## config.mk

```make
export PLATFORM = sky130hd
export DESIGN_NAME = csr_index_configure_engine
export DESIGN_NICKNAME = d
export VERILOG_FILES = /design/src/common/csr_cfg_pkg.sv /design/src/config_assembly/config_field_decoder.sv /design/src/config_assembly/response_ingress.sv /design/src/config_assembly/sequence_tracker.sv /design/src/verilog/csr_index_configure_engine.sv /design/src/verilog/sync_fifo.sv
export SDC_FILE = /design/constraint.sdc
export NUM_CORES = 2
export LEC_CHECK = 0
export BUFFER_PORTS_ARGS = -buffer_cell sky130_fd_sc_hd__buf_2
export CORE_MARGIN = 5
export CORE_UTILIZATION = 40
export CTS_BUF_LIST = sky130_fd_sc_hd__clkbuf_8
export DETAILED_ROUTE_END_ITERATION = 10
export GPL_TIMING_DRIVEN = 0
export SLEW_MARGIN = 30
export SYNTH_ARGS = -nofsm -noshare
export SYNTH_HDL_FRONTEND = slang
export SYNTH_MEMORY_MAX_BITS = 65536
export SYNTH_SLANG_ARGS = --single-unit
```

## constraint.sdc

```tcl
create_clock -name ap_clk -period 23.5 [get_ports ap_clk]
set_input_delay 2.35 -clock ap_clk [delete_from_list [all_inputs] [get_ports ap_clk]]
set_output_delay 2.35 -clock ap_clk [all_outputs]
set_load 0.05 [all_outputs]
```

## src/common/csr_cfg_pkg.sv

```systemverilog
package csr_cfg_pkg;

    // ------------------------------------------------------------
    // Widths
    // ------------------------------------------------------------
    // One response data word
    localparam int DATA_W = 32;

    // Array pointer spans two data words
    localparam int ADDR_W = 2 * DATA_W;

    // Configuration words per sequence and selector width
    localparam int SEQ_COUNT = 8;
    localparam int SEQ_W     = $clog2(SEQ_COUNT);

    // Shift amount carried with each response
    localparam int SHIFT_W = 5;

    // ------------------------------------------------------------
    // Buffer class of a memory response
    // ------------------------------------------------------------
    typedef enum logic [1:0] {
        BUF_NONE         = 2'd0,
        BUF_CU_SETUP     = 2'd1,
        BUF_ENGINE_SETUP = 2'd2,
        BUF_GRAPH_DATA   = 2'd3
    } buffer_class_e;

    // ------------------------------------------------------------
    // Payload types
    // ------------------------------------------------------------
    // Incoming response word
    typedef struct packed {
        buffer_class_e        buffer_class;
        logic [DATA_W-1:0]    offset;
        logic [SHIFT_W-1:0]   shift_amount;
        logic [DATA_W-1:0]    data;
    } resp_packet_t;

    // Accepted word, selector relative to the engine window
    typedef struct packed {
        logic [SEQ_W-1:0]  sel;
        logic [DATA_W-1:0] data;
    } cfg_word_t;

    // Finished index configuration record
    typedef struct packed {
        logic              increment;
        logic              decrement;
        logic              mode_sequence;
        logic              mode_buffer;
        logic [DATA_W-1:0] index_start;
        logic [DATA_W-1:0] index_end;
        logic [DATA_W-1:0] stride;
        logic [DATA_W-2:0] granularity;
        logic              shift_direction;
        logic [ADDR_W-1:0] array_pointer;
        logic [DATA_W-1:0] array_size;
    } index_config_t;

endpackage : csr_cfg_pkg

```

## src/config_assembly/config_field_decoder.sv

```systemverilog
module config_field_decoder import csr_cfg_pkg::*; (
    input  logic          ap_clk,
    input  logic          areset_csr_index_generator,
    input  logic          word_valid,
    input  cfg_word_t     word,
    input  logic          record_complete,
    output logic          record_push,
    output index_config_t record
);

    // Fields under assembly, kept between records
    index_config_t work;

    // ------------------------------------------------------------
    // Field decode
    // ------------------------------------------------------------
    always_ff @(posedge ap_clk) begin
        if (word_valid) begin
            case (word.sel)
                SEQ_W'(0): begin
                    work.increment     <= word.data[0];
                    work.decrement     <= word.data[1];
                    work.mode_sequence <= word.data[2];
                    work.mode_buffer   <= word.data[3];
                end
                SEQ_W'(1): work.index_start <= word.data;
                SEQ_W'(2): work.index_end   <= word.data;
                SEQ_W'(3): work.stride      <= word.data;
                SEQ_W'(4): begin
                    work.granularity     <= word.data[DATA_W-2:0];
                    work.shift_direction <= word.data[DATA_W-1];
                end
                // Pointer arrives as two halves
                SEQ_W'(5): work.array_pointer[DATA_W-1:0]      <= word.data;
                SEQ_W'(6): work.array_pointer[ADDR_W-1:DATA_W] <= word.data;
                SEQ_W'(7): work.array_size  <= word.data;
                default: ;
            endcase
        end
    end

    // ------------------------------------------------------------
    // Record issue
    // ------------------------------------------------------------
    // Snapshot so a word of the next record cannot disturb the push
    always_ff @(posedge ap_clk) begin
        if (record_complete) begin
            record <= work;
        end
    end

    always_ff @(posedge ap_clk) begin
        if (areset_csr_index_generator) begin
            record_push <= 1'b0;
        end else begin
            record_push <= record_complete;
        end
    end

endmodule : config_field_decoder

```

## src/config_assembly/response_ingress.sv

```systemverilog
module response_ingress import csr_cfg_pkg::*; #(
    parameter int SEQ_MIN = 0
) (
    input  logic         ap_clk,
    input  logic         areset_csr_index_generator,
    input  logic         resp_valid,
    input  resp_packet_t resp_packet,
    output logic         push,
    output cfg_word_t    word
);

    // Window bounds on the sequence index
    localparam logic [DATA_W-1:0] WIN_LO = DATA_W'(SEQ_MIN);
    localparam logic [DATA_W-1:0] WIN_HI = DATA_W'(SEQ_MIN + SEQ_COUNT);

    logic              resp_valid_q;
    resp_packet_t      resp_packet_q;
    logic [DATA_W-1:0] seq_index;
    logic [DATA_W-1:0] seq_rel;
    logic              class_ok;
    logic              window_ok;

    // ------------------------------------------------------------
    // Input register
    // ------------------------------------------------------------
    always_ff @(posedge ap_clk) begin
        if (areset_csr_index_generator) begin
            resp_valid_q <= 1'b0;
        end else begin
            resp_valid_q <= resp_valid;
        end
    end

    always_ff @(posedge ap_clk) begin
        resp_packet_q <= resp_packet;
    end

    // Sequence index from offset and shift
    assign seq_index = resp_packet_q.offset >> resp_packet_q.shift_amount;
    assign seq_rel   = seq_index - WIN_LO;

    // Only setup buffers inside our window
    assign class_ok  = (resp_packet_q.buffer_class == BUF_CU_SETUP) |
                       (resp_packet_q.buffer_class == BUF_ENGINE_SETUP);
    assign window_ok = (seq_index >= WIN_LO) & (seq_index < WIN_HI);

    assign push      = resp_valid_q & class_ok & window_ok;
    assign word.sel  = seq_rel[SEQ_W-1:0];
    assign word.data = resp_packet_q.data;

endmodule : response_ingress

```

## src/config_assembly/sequence_tracker.sv

```systemverilog
module sequence_tracker import csr_cfg_pkg::*; (
    input  logic             ap_clk,
    input  logic             areset_csr_index_generator,
    input  logic             word_valid,
    input  logic [SEQ_W-1:0] word_sel,
    output logic             record_complete
);

    logic [SEQ_COUNT-1:0] mask;
    logic [SEQ_COUNT-1:0] mask_next;

    // Record done once every word has been seen
    assign record_complete = &mask;

    // ------------------------------------------------------------
    // Received-word mask
    // ------------------------------------------------------------
    always_comb begin
        // Start over after completion
        mask_next = record_complete ? '0 : mask;
        // A word may already belong to the next record
        if (word_valid) begin
            mask_next[word_sel] = 1'b1;
        end
    end

    always_ff @(posedge ap_clk) begin
        if (areset_csr_index_generator) begin
            mask <= '0;
        end else begin
            mask <= mask_next;
        end
    end

endmodule : sequence_tracker

```

## src/verilog/csr_index_configure_engine.sv

```systemverilog
module csr_index_configure_engine import csr_cfg_pkg::*; #(
    parameter int SEQ_MIN     = 0,
    parameter int FIFO_DEPTH  = 16,
    parameter int PROG_THRESH = 8
) (
    input  logic          ap_clk,
    input  logic          areset_csr_index_generator,
    input  logic          resp_valid,
    input  resp_packet_t  resp_packet,
    output logic          response_prog_full,
    input  logic          config_ready,
    output logic          config_valid,
    output index_config_t config_record
);

    // Response path
    logic          resp_push;
    cfg_word_t     resp_word;
    logic          resp_rd_en;
    cfg_word_t     resp_dout;
    logic          resp_dout_valid;
    logic          resp_empty;

    // Record path
    logic          record_complete;
    logic          record_push;
    index_config_t record;
    logic          cfg_rd_en;
    index_config_t cfg_dout;
    logic          cfg_dout_valid;
    logic          cfg_empty;
    logic          cfg_prog_full;
    logic          config_ready_q;

    // ------------------------------------------------------------
    // Ingress and response queue
    // ------------------------------------------------------------
    response_ingress #(
        .SEQ_MIN(SEQ_MIN)
    ) u_ingress (
        .ap_clk                    (ap_clk),
        .areset_csr_index_generator(areset_csr_index_generator),
        .resp_valid                (resp_valid),
        .resp_packet               (resp_packet),
        .push                      (resp_push),
        .word                      (resp_word)
    );

    // Hold off while a record completes or the record queue backs up
    assign resp_rd_en = ~resp_empty & ~record_complete & ~cfg_prog_full;

    sync_fifo #(
        .payload_t  (cfg_word_t),
        .FIFO_DEPTH (FIFO_DEPTH),
        .PROG_THRESH(PROG_THRESH)
    ) u_resp_fifo (
        .ap_clk                    (ap_clk),
        .areset_csr_index_generator(areset_csr_index_generator),
        .wr_en                     (resp_push),
        .din                       (resp_word),
        .rd_en                     (resp_rd_en),
        .dout                      (resp_dout),
        .dout_valid                (resp_dout_valid),
        .empty                     (resp_empty),
        .full                      (),
        .prog_full                 (response_prog_full)
    );

    // ------------------------------------------------------------
    // Record assembly
    // ------------------------------------------------------------
    sequence_tracker u_tracker (
        .ap_clk                    (ap_clk),
        .areset_csr_index_generator(areset_csr_index_generator),
        .word_valid                (resp_dout_valid),
        .word_sel                  (resp_dout.sel),
        .record_complete           (record_complete)
    );

    config_field_decoder u_decoder (
        .ap_clk                    (ap_clk),
        .areset_csr_index_generator(areset_csr_index_generator),
        .word_valid                (resp_dout_valid),
        .word                      (resp_dout),
        .record_complete           (record_complete),
        .record_push               (record_push),
        .record                    (record)
    );

    // ------------------------------------------------------------
    // Configuration queue and output register
    // ------------------------------------------------------------
    assign cfg_rd_en = config_ready_q & ~cfg_empty;

    sync_fifo #(
        .payload_t  (index_config_t),
        .FIFO_DEPTH (FIFO_DEPTH),
        .PROG_THRESH(PROG_THRESH)
    ) u_cfg_fifo (
        .ap_clk                    (ap_clk),
        .areset_csr_index_generator(areset_csr_index_generator),
        .wr_en                     (record_push),
        .din                       (record),
        .rd_en                     (cfg_rd_en),
        .dout                      (cfg_dout),
        .dout_valid                (cfg_dout_valid),
        .empty                     (cfg_empty),
        .full                      (),
        .prog_full                 (cfg_prog_full)
    );

    always_ff @(posedge ap_clk) begin
        if (areset_csr_index_generator) begin
            config_ready_q <= 1'b0;
            config_valid   <= 1'b0;
        end else begin
            config_ready_q <= config_ready;
            config_valid   <= cfg_dout_valid;
        end
    end

    always_ff @(posedge ap_clk) begin
        config_record <= cfg_dout;
    end

endmodule : csr_index_configure_engine

```

## src/verilog/sync_fifo.sv

```systemverilog
module sync_fifo #(
    parameter type payload_t   = logic [31:0],
    parameter int  FIFO_DEPTH  = 16,
    parameter int  PROG_THRESH = 8
) (
    input  logic     ap_clk,
    input  logic     areset_csr_index_generator,
    input  logic     wr_en,
    input  payload_t din,
    input  logic     rd_en,
    output payload_t dout,
    output logic     dout_valid,
    output logic     empty,
    output logic     full,
    output logic     prog_full
);

    localparam int PTR_W = (FIFO_DEPTH > 1) ? $clog2(FIFO_DEPTH) : 1;
    localparam int CNT_W = $clog2(FIFO_DEPTH + 1);

    localparam logic [PTR_W-1:0] PTR_LAST = PTR_W'(FIFO_DEPTH - 1);
    localparam logic [CNT_W-1:0] CNT_FULL = CNT_W'(FIFO_DEPTH);
    localparam logic [CNT_W-1:0] CNT_PROG = CNT_W'(PROG_THRESH);

    payload_t         mem [FIFO_DEPTH];
    logic [PTR_W-1:0] wr_ptr;
    logic [PTR_W-1:0] rd_ptr;
    logic [CNT_W-1:0] count;
    logic             do_wr;
    logic             do_rd;

    // Writes into a full buffer are dropped
    assign do_wr = wr_en & ~full;
    assign do_rd = rd_en & ~empty;

    assign empty     = (count == '0);
    assign full      = (count == CNT_FULL);
    assign prog_full = (count >= CNT_PROG);

    // ------------------------------------------------------------
    // Pointers, occupancy and read valid
    // ------------------------------------------------------------
    always_ff @(posedge ap_clk) begin
        if (areset_csr_index_generator) begin
            wr_ptr     <= '0;
            rd_ptr     <= '0;
            count      <= '0;
            dout_valid <= 1'b0;
        end else begin
            if (do_wr) begin
                wr_ptr <= (wr_ptr == PTR_LAST) ? '0 : wr_ptr + 1'b1;
            end
            if (do_rd) begin
                rd_ptr <= (rd_ptr == PTR_LAST) ? '0 : rd_ptr + 1'b1;
            end
            case ({do_wr, do_rd})
                2'b10:   count <= count + 1'b1;
                2'b01:   count <= count - 1'b1;
                default: count <= count;
            endcase
            dout_valid <= do_rd;
        end
    end

    // Storage and registered read data
    always_ff @(posedge ap_clk) begin
        if (do_wr) begin
            mem[wr_ptr] <= din;
        end
        if (do_rd) begin
            dout <= mem[rd_ptr];
        end
    end

endmodule : sync_fifo
```

==> summary.md <==
| Metric | Value |
|---|---|
| Synthesized cell area | 0.188 mm² |
| Die ar. | between 0.4 and 0.5 mm² |
| Antenna violations before repair | 63 |
| Post-route clock period utilization | 19.6% |
| Largest stage delay, worst path | 0.64 ns |
| Fmax | 217 MHz |
| GRT Total Usage | 20.3% |
| Final Max Tran Viols | 0 |
| Vias in the first global route | 90300 |
| Met2 usage in global routing | 33.5% |
| Number of flops mapped to enable cells by yosys | 4927 |
| Status | completed |
| Die Ht | slightly below 700 µm |
| Clock slew at reported path FFs | 0.06 ns |
| Dpl ws | 18.95 ns |
| Initial Utilization | about two fifths |
| Antenna viol nets, final | 0 |
| Reg2reg start | u_ingress.resp_packet_q[34] |
| Final Hold Vio Count | 0 |
| Mapped Cells | approximately 7300 |
| Synth cell count leaders | edfxtp_1, mux4_2, dfxtp_1 |
| GPL Wtd Cong | 0.747 |
| GRT met1 Usage | a little over a quarter |
| Depth of the worst register-to-register path | 21 |
| Die width | 696 µm |
| Post-DP HPWL | around 330000 µm |
| Endpoints failing setup | 0 |
| Synth warn | 0 |
| Worst skew pair latency | ~1.3 ns |
| Syn Nets | between 7000 and 8000 |
| Main synth FF type | edfxtp_1 |
| CP Buf/Inv Count | 1 |
| FILL cells | approximately 37000 |
| Setup TNS | 0 ns |
| Share of the synthesized area in the top cell type | between 70% and 80% |
| VDD IR-drop max | 0.0676 mV |
| Setup WS post-layout | 18.89 ns |
| Post-synth top area cell | edfxtp_1 |
| Top-count cell post-synth | edfxtp_1 |
| Slew @ Worst Pin | roughly 1.1 ns |
| Slew HR | 29.5% |
| Num rows | 252 |
| Highest net fanout along the worst path | 1 |
| Fin nets | 9088 |
| Avg Cell Area, Syn | between 20 and 30 µm² |
| IO buf count | 304 |
| First-pass GRT wire length | 691000 µm |
| Final wirelength | 496000 µm |
| Worst Hold Depth | 0 |
| Layout cells sized above 1 | 36.3% |
| Iter 0 DRT Violations | 11400 |
| Clock sinks | 5266 |
| Cells taking the most area after synthesis | edfxtp_1, mux4_2, dfxtp_1 |
| Total grt overflow | 0 |
| Number of post-CTS setup repair buffers | 0 |
| Syn-to-layout area delta | 19.0% |
| Min cycle time layout | 4.61 ns |
| Vias after detailed routing | just under 90000 |
| WHS Endpoint | config_record[146] |
| Gr busiest metal | met2 |
| Seq cells post-synth | between 5000 and 6000 |
| Leakage Power | 71.1 nW |
| TritonCTS buffer count | 818 |
| Hold wc startpoint | u_cfg_fifo.dout[146] |
| WP data required | 21.15 ns |
| Register Area | roughly 0.15 mm² |
| Crit end category | primary output |
| Sequential share of the synthesized area | between 80 and 90% |
| Residual DRC count | 0 |
| Via-to-Cell Ratio | 5.46 |
| HP Class | reg2reg |
| Kind of critical path | reg2out |
| CTS H-tree depth | 6 |
| Longest Clk Path Bufs | 4 |
| Post-CTS resize count | 0 |
| Power density cells | between 80 and 90 mW/mm² |
| Worst path slowest cell | dfxtp_1 |
| CTS Root Cell | clkbuf_8 |
| Cts hold-fix bufs | 0 |
| Multi-input logic area | 0.0324 mm² |
| Max-Cap Viols | 0 |
| CP delay by family, top | flip-flops |
| Largest net degree at the start of global routing | 73 |
| TritonRoute pass-1 iters | 6 |
| Ports | 305 |
| Critical path cell sequence | buf_2 |
| Clock skew | 0.0563 ns |
| Netlist cell types | 62 |
| CTS tree | built |
| Total core area | 0.470 mm² |
| Fraction of registers with async set/reset | 0% |
| Worst Path Arrival | 2.26 ns |
| Wirelength per Cell | 31.1 µm |
| RSZ-0062 raised after global routing | no |
| Startpoint types | register |
| Met3 usage | 4.23% |
| Reg2reg end | u_resp_fifo.count[4] |
| Reg2reg setup slack | 18.92 ns |
==> layout by cell type, fill, tap and decap left out, types with 22 or more instances in the layout <==
cell type	n
buf_16	262
nor2_1	43
buf_8	61
buf_12	22
edfxtp_1	4927
mux4_2	1332
nand2_1	36
clkinv_2	95
clkinv_1	164
buf_2	374
clkbuf_2	100
mux2i_1	31
a21oi_1	35
clkbuf_1	142
buf_4	213
bufinv_16	24
clkbuf_8	861
buf_6	46
diode_2	41
dfxtp_1	339
inv_1	307
==> how the worst max path moves through the flow <==
stage	start	to	slack, ns	cells past startpoint
2_1_floorplan	u_cfg_fifo.count[3]	u_cfg_fifo.mem[3][0]	6.03	5
3_3_place_gp	u_cfg_fifo.count[0]	u_cfg_fifo.mem[3][121]	-18.43	5
3_5_place_dp	u_ingress.resp_packet_q[34]	u_resp_fifo.count[4]	18.95	21
4_1_cts	config_record[178]	config_record[178]	18.72	1
5_1_grt	u_ingress.resp_packet_q[34]	u_resp_fifo.count[4]	18.62	21
6_report	config_record[175]	config_record[175]	18.89	1
==> sequential cells by signal, indices dropped and copies added, names as in the netlist, 32 cells and up <==
signal                   flops
u_cfg_fifo.mem            3648
u_resp_fifo.mem            560
config_record              228
u_cfg_fifo.dout            228
u_decoder.record           228
u_decoder.work             228
u_ingress.resp_packet_q     39
u_resp_fifo.dout            35
u_ingress.word              32
==> cells by family (layout without fill, tap and decap cells) <==
group	count (synthesis)	after routing	synth area share, %
multiplexers	1376	1376	16.2
XOR/XNOR	15	15	0.0698
AND/OR/NAND/NOR	170	170	0.431
flip-flops	5266	5266	82.2
AO/OA/AOI/OAI	81	81	0.262
adder cells (fa/ha/maj)	19	19	0.130
other	0	41	0
buffers and inverters	346	2740	0.731
==> per-layer routing <==
layer / vias to the layer above / routed length, µm
li1: 35100 / -
met1: 46700 / 189000
met2: 4379 / 248000
met3: 780 / 43700
met4: 16 / 16300
met5: - / 105
==> stage by stage <==
stage               power, mW  hold slack [ns]  instance area [µm²]  utilization, %  instances
floorplan                11.0            0.323               188000               -       7273
global placement         11.6            0.330               198000            42.0      13800
detailed placement       11.9            0.327               209000            44.4      14400
CTS                      19.1            0.306               224000            47.7      15900
global route             19.6            0.306               224000            47.7      15900
finish                   18.9            0.305               224000            47.7      15900
==> area by class of cell <==
class                   instances  area share (%)
clock inverters               632            1.58
flip-flops and latches       5266            69.0
diodes                         41          0.0458
repair buffers                901            5.41
well taps                    6223            3.47
inverters                      21          0.0419
plain buffers                 325           0.665
multi-input cells            1661            14.5
clock buffers                 861            5.29
==> power by group <==
group / total (mW) / internal [mW] / switching [mW]
logic: 1.21 / 0.452 / 0.758
clock network: 7.24 / 3.67 / 3.58
registers: 10.5 / 10.3 / 0.143
total: 18.9 / 14.4 / 4.48
Power figures use the tool's default switching activity.
